### config.mk
export PLATFORM = sky130hd
export DESIGN_NAME = lane_unloader
export DESIGN_NICKNAME = d
export VERILOG_FILES = /design/src/keccak_pkg.sv /design/src/lane_unloader.sv
export VERILOG_INCLUDE_DIRS = /design/src /design/src/src
export SDC_FILE = /design/constraint.sdc
export NUM_CORES = 2
export LEC_CHECK = 0
export ABC_CLOCK_PERIOD_IN_PS = 121200
export CORE_AREA = 2 2 656 658
export DETAILED_ROUTE_END_ITERATION = 10
export DIE_AREA = 0 0 658 660
export DONT_BUFFER_PORTS = 1
export HOLD_SLACK_MARGIN = 0.06
export PLACE_DENSITY = 0.3
export SYNTH_ARGS = -nofsm -noshare
export SYNTH_HDL_FRONTEND = slang
export SYNTH_SLANG_ARGS = --single-unit
### constraint.sdc
create_clock -name clk -period 121.2 [get_ports clk]
set_clock_uncertainty 0.1 [all_clocks]
set_input_delay 12.12 -clock clk [delete_from_list [all_inputs] [get_ports clk]]
set_output_delay 12.12 -clock clk [all_outputs]
set_load 0.1 [all_outputs]
### src/keccak_cfg.svh
// Keccak-f[1600] sizes

`ifndef KECCAK_CFG_SVH
`define KECCAK_CFG_SVH

// bits per lane, one 64-bit word
`define KECCAK_LANE_W 64

// side of the 5x5 lane plane
`define KECCAK_DIM 5

// lanes in one full state
`define KECCAK_LANES 25

// rounds in one permutation
`define KECCAK_ROUNDS 24

`endif

### src/keccak_pkg.sv
// Keccak shared types

`include "keccak_cfg.svh"

package keccak_pkg;

	// one lane of the state
	typedef logic [`KECCAK_LANE_W-1:0] lane_t;

	// x or y coordinate, 0 to 4
	typedef logic [2:0] coord_t;

	// linear lane number, x fastest, 0 to 24
	typedef logic [4:0] lane_idx_t;

	// full 1600-bit state, outer index y, inner index x
	typedef lane_t [`KECCAK_DIM-1:0][`KECCAK_DIM-1:0] state_t;

	// one stream beat, same layout on input and output
	typedef struct packed {
		logic  first;
		lane_t data;
	} lane_beat_t;

	// round counter
	typedef logic [4:0] round_idx_t;

	// permutation core states
	typedef enum logic [1:0] {
		CORE_IDLE,
		CORE_ROUND,
		CORE_HOLD
	} core_state_e;

	// rho rotate amounts, outer index x, inner index y
	localparam logic [5:0] rho_offset [`KECCAK_DIM][`KECCAK_DIM] = '{
		'{6'd0,  6'd36, 6'd3,  6'd41, 6'd18},
		'{6'd1,  6'd44, 6'd10, 6'd45, 6'd2},
		'{6'd62, 6'd6,  6'd43, 6'd15, 6'd61},
		'{6'd28, 6'd55, 6'd25, 6'd21, 6'd56},
		'{6'd27, 6'd20, 6'd39, 6'd8,  6'd14}
	};

endpackage

### src/lane_unloader.sv
// Result lane streamer

`timescale 1ns/1ps
`include "keccak_cfg.svh"

module lane_unloader (
	input  logic                   clk,
	input  logic                   rst,
	input  logic                   result_valid,
	input  keccak_pkg::state_t     result,
	output logic                   result_take,
	output logic                   pushout,
	output keccak_pkg::lane_beat_t out_beat,
	input  logic                   stopout
);
	import keccak_pkg::*;

	state_t snap;
	coord_t rd_x;
	coord_t rd_y;
	logic   busy;
	logic   advance;
	logic   last_lane;

	// grab a finished result only when the previous one is fully sent
	assign result_take = result_valid & ~busy;
	assign pushout     = busy;
	// a beat moves on every edge with stopout low
	assign advance     = busy & ~stopout;
	assign last_lane   = (rd_x == coord_t'(`KECCAK_DIM - 1))
		&& (rd_y == coord_t'(`KECCAK_DIM - 1));

	// beat is a pure function of snapshot and read pointer
	// so it stays put while stalled
	assign out_beat.first = busy && (rd_x == '0) && (rd_y == '0);
	assign out_beat.data  = busy ? snap[rd_y][rd_x] : '0;

	always_ff @(posedge clk or posedge rst) begin
		if (rst) begin
			busy <= 1'b0;
			rd_x <= '0;
			rd_y <= '0;
		end else if (result_take) begin
			busy <= 1'b1;
			rd_x <= '0;
			rd_y <= '0;
		end else if (advance) begin
			if (last_lane) begin
				// lane 24 gone, empty again
				busy <= 1'b0;
				rd_x <= '0;
				rd_y <= '0;
			end else if (rd_x == coord_t'(`KECCAK_DIM - 1)) begin
				rd_x <= '0;
				rd_y <= rd_y + coord_t'(1);
			end else begin
				rd_x <= rd_x + coord_t'(1);
			end
		end
	end

	always_ff @(posedge clk) begin
		if (result_take) begin
			snap <= result;
		end
	end

endmodule

==> summary.md <==
| Metric | Value |
|---|---|
| Xor and xnor fraction of the mapped netlist area | `0%` |
| CP Buf/Inv Count | `0` |
| IR drop worst, VDD | `0.0132 mV` |
| Die Span Y | `between 600 and 700 µm` |
| Unrepaired setup endpoints after global routing | `no` |
| H-tree Lvls | `4` |
| Overall power | `about 1.8 mW` |
| Hold Crit Class | `reg2reg` |
| Post-CTS Resized | `0` |
| Syn Inst Count | `roughly 3k` |
| Via count | `approximately 35k` |
| CTS tree | `built` |
| Latest clock arrival within the worst-skew pair | `around 0.9 ns` |
| Clock power frac | `33.3%` |
| Routed WL | `340 mm` |
| Post-cts hold buffer count | `0` |
| Post-synth top area cell | `edfxtp_1` |
| DR iter-0 viols | `3590` |
| Synthesized Nets | `between 4k and 5k` |
| Fin crit period | `roughly 25 ns` |
| DRC viols | `0` |
| HPWL Detailed | `260 mm` |
| Setup slack, reg-to-reg | `~120 ns` |
| Cell chain of the critical path | `nor2b_4` |
| Vias in the first global route | `roughly 34k` |
| CP Launch Type | `input port` |
| Port-buffer cells | `0` |
| Post-CTS Setup Bufs | `0` |
| Fraction of layout cells with a size suffix above 1 | `22.2%` |
| Commonest non-fill, non-tap cell in the layout | `edfxtp_1` |
| EDFF count, synth | `between 1.5k and 2k` |
| Worst-Margin Slew | `~1.3 ns` |
| CTS root buf | `clkbuf_16` |
| Simple-gate portion of the synthesized area | `under 10%` |
| Switch Pwr | `0.685 mW` |
| Starting Density | `between 10% and 20%` |
| #FFs+latches synth | `1607` |
| Clk slew on worst S/H paths | `0.06 ns` |
| # nets final | `4828` |
| Comb pwr share | `approximately a third` |
| CP Max Fanout | `4` |
| Die Width | `about 660 µm` |
| Leakage | `22.8 nW` |
| CP delay by family, top | `simple AND/OR/NAND/NOR gates` |
| Synth Warn # | `0` |
| Internal power | `~1.2 mW` |
| Initial antenna violation count | `approximately 570` |
| CTS max path bufs | `4` |
| Met1 WL | `between 100 and 150 mm` |
| DR top layer | `met5` |
| IO Pins | `1671` |
| Fin. max-slew vios | `0` |
| Critical path's slowest cell | `nor2b_4` |
| Die area | `between 400000 and 500000 µm²` |
| Yosys cell types | `47` |
| Placed Area | `about 70000 µm²` |
| Status | `complete, no violations` |
| Area grow syn2layout | `24.7%` |
| Dominant cells by area after synthesis | `edfxtp_1 78%, mux4_2 8.1%, mux2i_1 4.2%` |
| Mapped Avg Cell Area | `approximately 20 µm²` |
| Post-synth ARST share | `less than 1%` |
| Crit path largest cell delay | `about 0.60 ns` |
| Kind of end point of the critical path | `output port` |
| Critical Path RT | `108.98 ns` |
| Met3 WL | `between 20 and 30 mm` |
| Switching share of power | `37.2%` |
| Worst EP arrival | `between 10 and 15 ns` |
| Achievable frequency | `~0.04 GHz` |
| Hold Vio Cnt, Final | `0` |
| Row cnt | `240` |
| Core area | `~430000 µm²` |
| CTS Buf Count | `approximately 200` |
| Finished Cell Area | `between 70000 and 80000 µm²` |
| Setup violations, final | `0` |
| Most used flip-flop cell after synthesis | `edfxtp_1` |
| Post-synthesis mux area share | `approximately an eighth` |
| Largest net degree at the start of global routing | `about 170` |
| Fin Setup TNS | `0 ns` |
| CTS Sinks | `1607` |
| Global Route Usage Sum | `15.0%` |
| First-pass GRT wire length | `roughly 420 mm` |
| Sequential cell area fraction in the yosys report | `between 70% and 80%` |
| Tcrit/Tclk final | `around a fifth` |
| Vias/cell | `roughly 3.8` |
| Worst setup margin | `96.24 ns` |
| Pre-CTS setup slack | `96.21 ns` |
| Largest family of logic cells by synthesized area | `multiplexers` |
| Cell area power density | `about 24 nW/µm²` |
| Top cell type's share of synthesized area | `between 70% and 80%` |
| Rel. slew slack | `10.2%` |
| Synth Cell Area | `61900 µm²` |
| DRT antenna net count | `0` |
| RePlAce Congestion | `~0.92` |
| Seq pwr share | `34.3%` |
| Synth Area in Compound Gates | `6.16%` |
| DR pass1 iterations | `6` |
| Most frequent cells in the layout | `1600 x edfxtp_1, 257 x mux2i_1, 222 x mux4_2, 218 x clkbuf_16, 132 x a21oi_1` |
| Crit Path Class | `in2out` |
| Maximum Capacitance Violations | `0` |
| Drt wl/cell | `between 30 and 40 µm` |
| Total grt overflow | `0` |
| Post-Synth Adder-Cell Area | `less than 1%` |
| Routed wl met2 | `around 170 mm` |
## metal layers
layer  track usage (%)  up-vias
met4              3.46      178
li1                  -    13300
met5                 0        -
met1              17.1    17900
met3              4.71     1136
met2              27.0     2185
## area by class of cell
class	instances	area (µm²)
Timing Repair Buffer	132	1650
Fill cell	45500	350000
Tap cell	5687	7120
Clock buffer	243	5340
Antenna cell	139	348
Inverter	6	35.0
Sequential cell	1607	48200
Multi-Input combinational cell	1267	13300
Clock inverter	134	1220
## through the flow
stage / utilization, % / hold WS, ns / instances
3_5_place_dp: 16.5 / 0.682 / 8699
4_1_cts: 18.0 / 0.695 / 9076
6_report: 18.1 / 0.659 / 9215
3_3_place_gp: 16.5 / 0.688 / 8699
2_1_floorplan: - / 0.571 / 3078
5_1_grt: 18.0 / 0.711 / 9125
## path summary, 6_finish.rpt
kind / startpoint / to / cells after the start
max: result_valid / result_take / 1
min in group asynchronous: rst / rd_x[2] / 1
min: pushout / rd_x[2] / 1
min reg2reg: pushout / rd_x[2] / 1
max in group asynchronous: rst / rd_x[0] / 1
max reg2reg: pushout / snap[1230] / 6
## power by group through the flow
| stage | Combinational [mW] | Clock [mW] | Sequential (mW) |
|---|---|---|---|
| 2_1_floorplan | 0.373 | 0 | 0.645 |
| 3_3_place_gp | 0.617 | 0 | 0.644 |
| 3_5_place_dp | 0.615 | 0 | 0.644 |
| 4_1_cts | 0.616 | 0.636 | 0.633 |
| 5_1_grt | 0.623 | 0.655 | 0.633 |
| 6_report | 0.596 | 0.612 | 0.632 |
## synthesized netlist by cell type (all sizes together), types with 2 or more instances
library cell,n
inv,6
clkbuf,83
mux2i,257
mux4,222
mux2,35
o311ai,33
a21oi,132
ha,4
and4,3
nor3b,3
o211ai,60
a22o,2
nor2,72
o221ai,30
o221a,33
and3,2
nand2,103
o21ai,100
buf,115
o21a,30
edfxtp,1600
dfrtp,7
a22oi,98
nor2b,4
o22ai,34
## registers in the layout, summed over array words and instances, names as in the netlist
| signal | flops |
|---|---|
| pushout | 1 |
| rd_x | 3 |
| rd_y | 3 |
| snap | 1600 |
## cells by family after synthesis
family,Yosys count
and+or+nand+nor,191
muxes,514
buffers and inverters,204
AOI/OAI and AO/OA,558
DFF,1607
adders and majority gates,4
(Power assumes the default switching activity.)
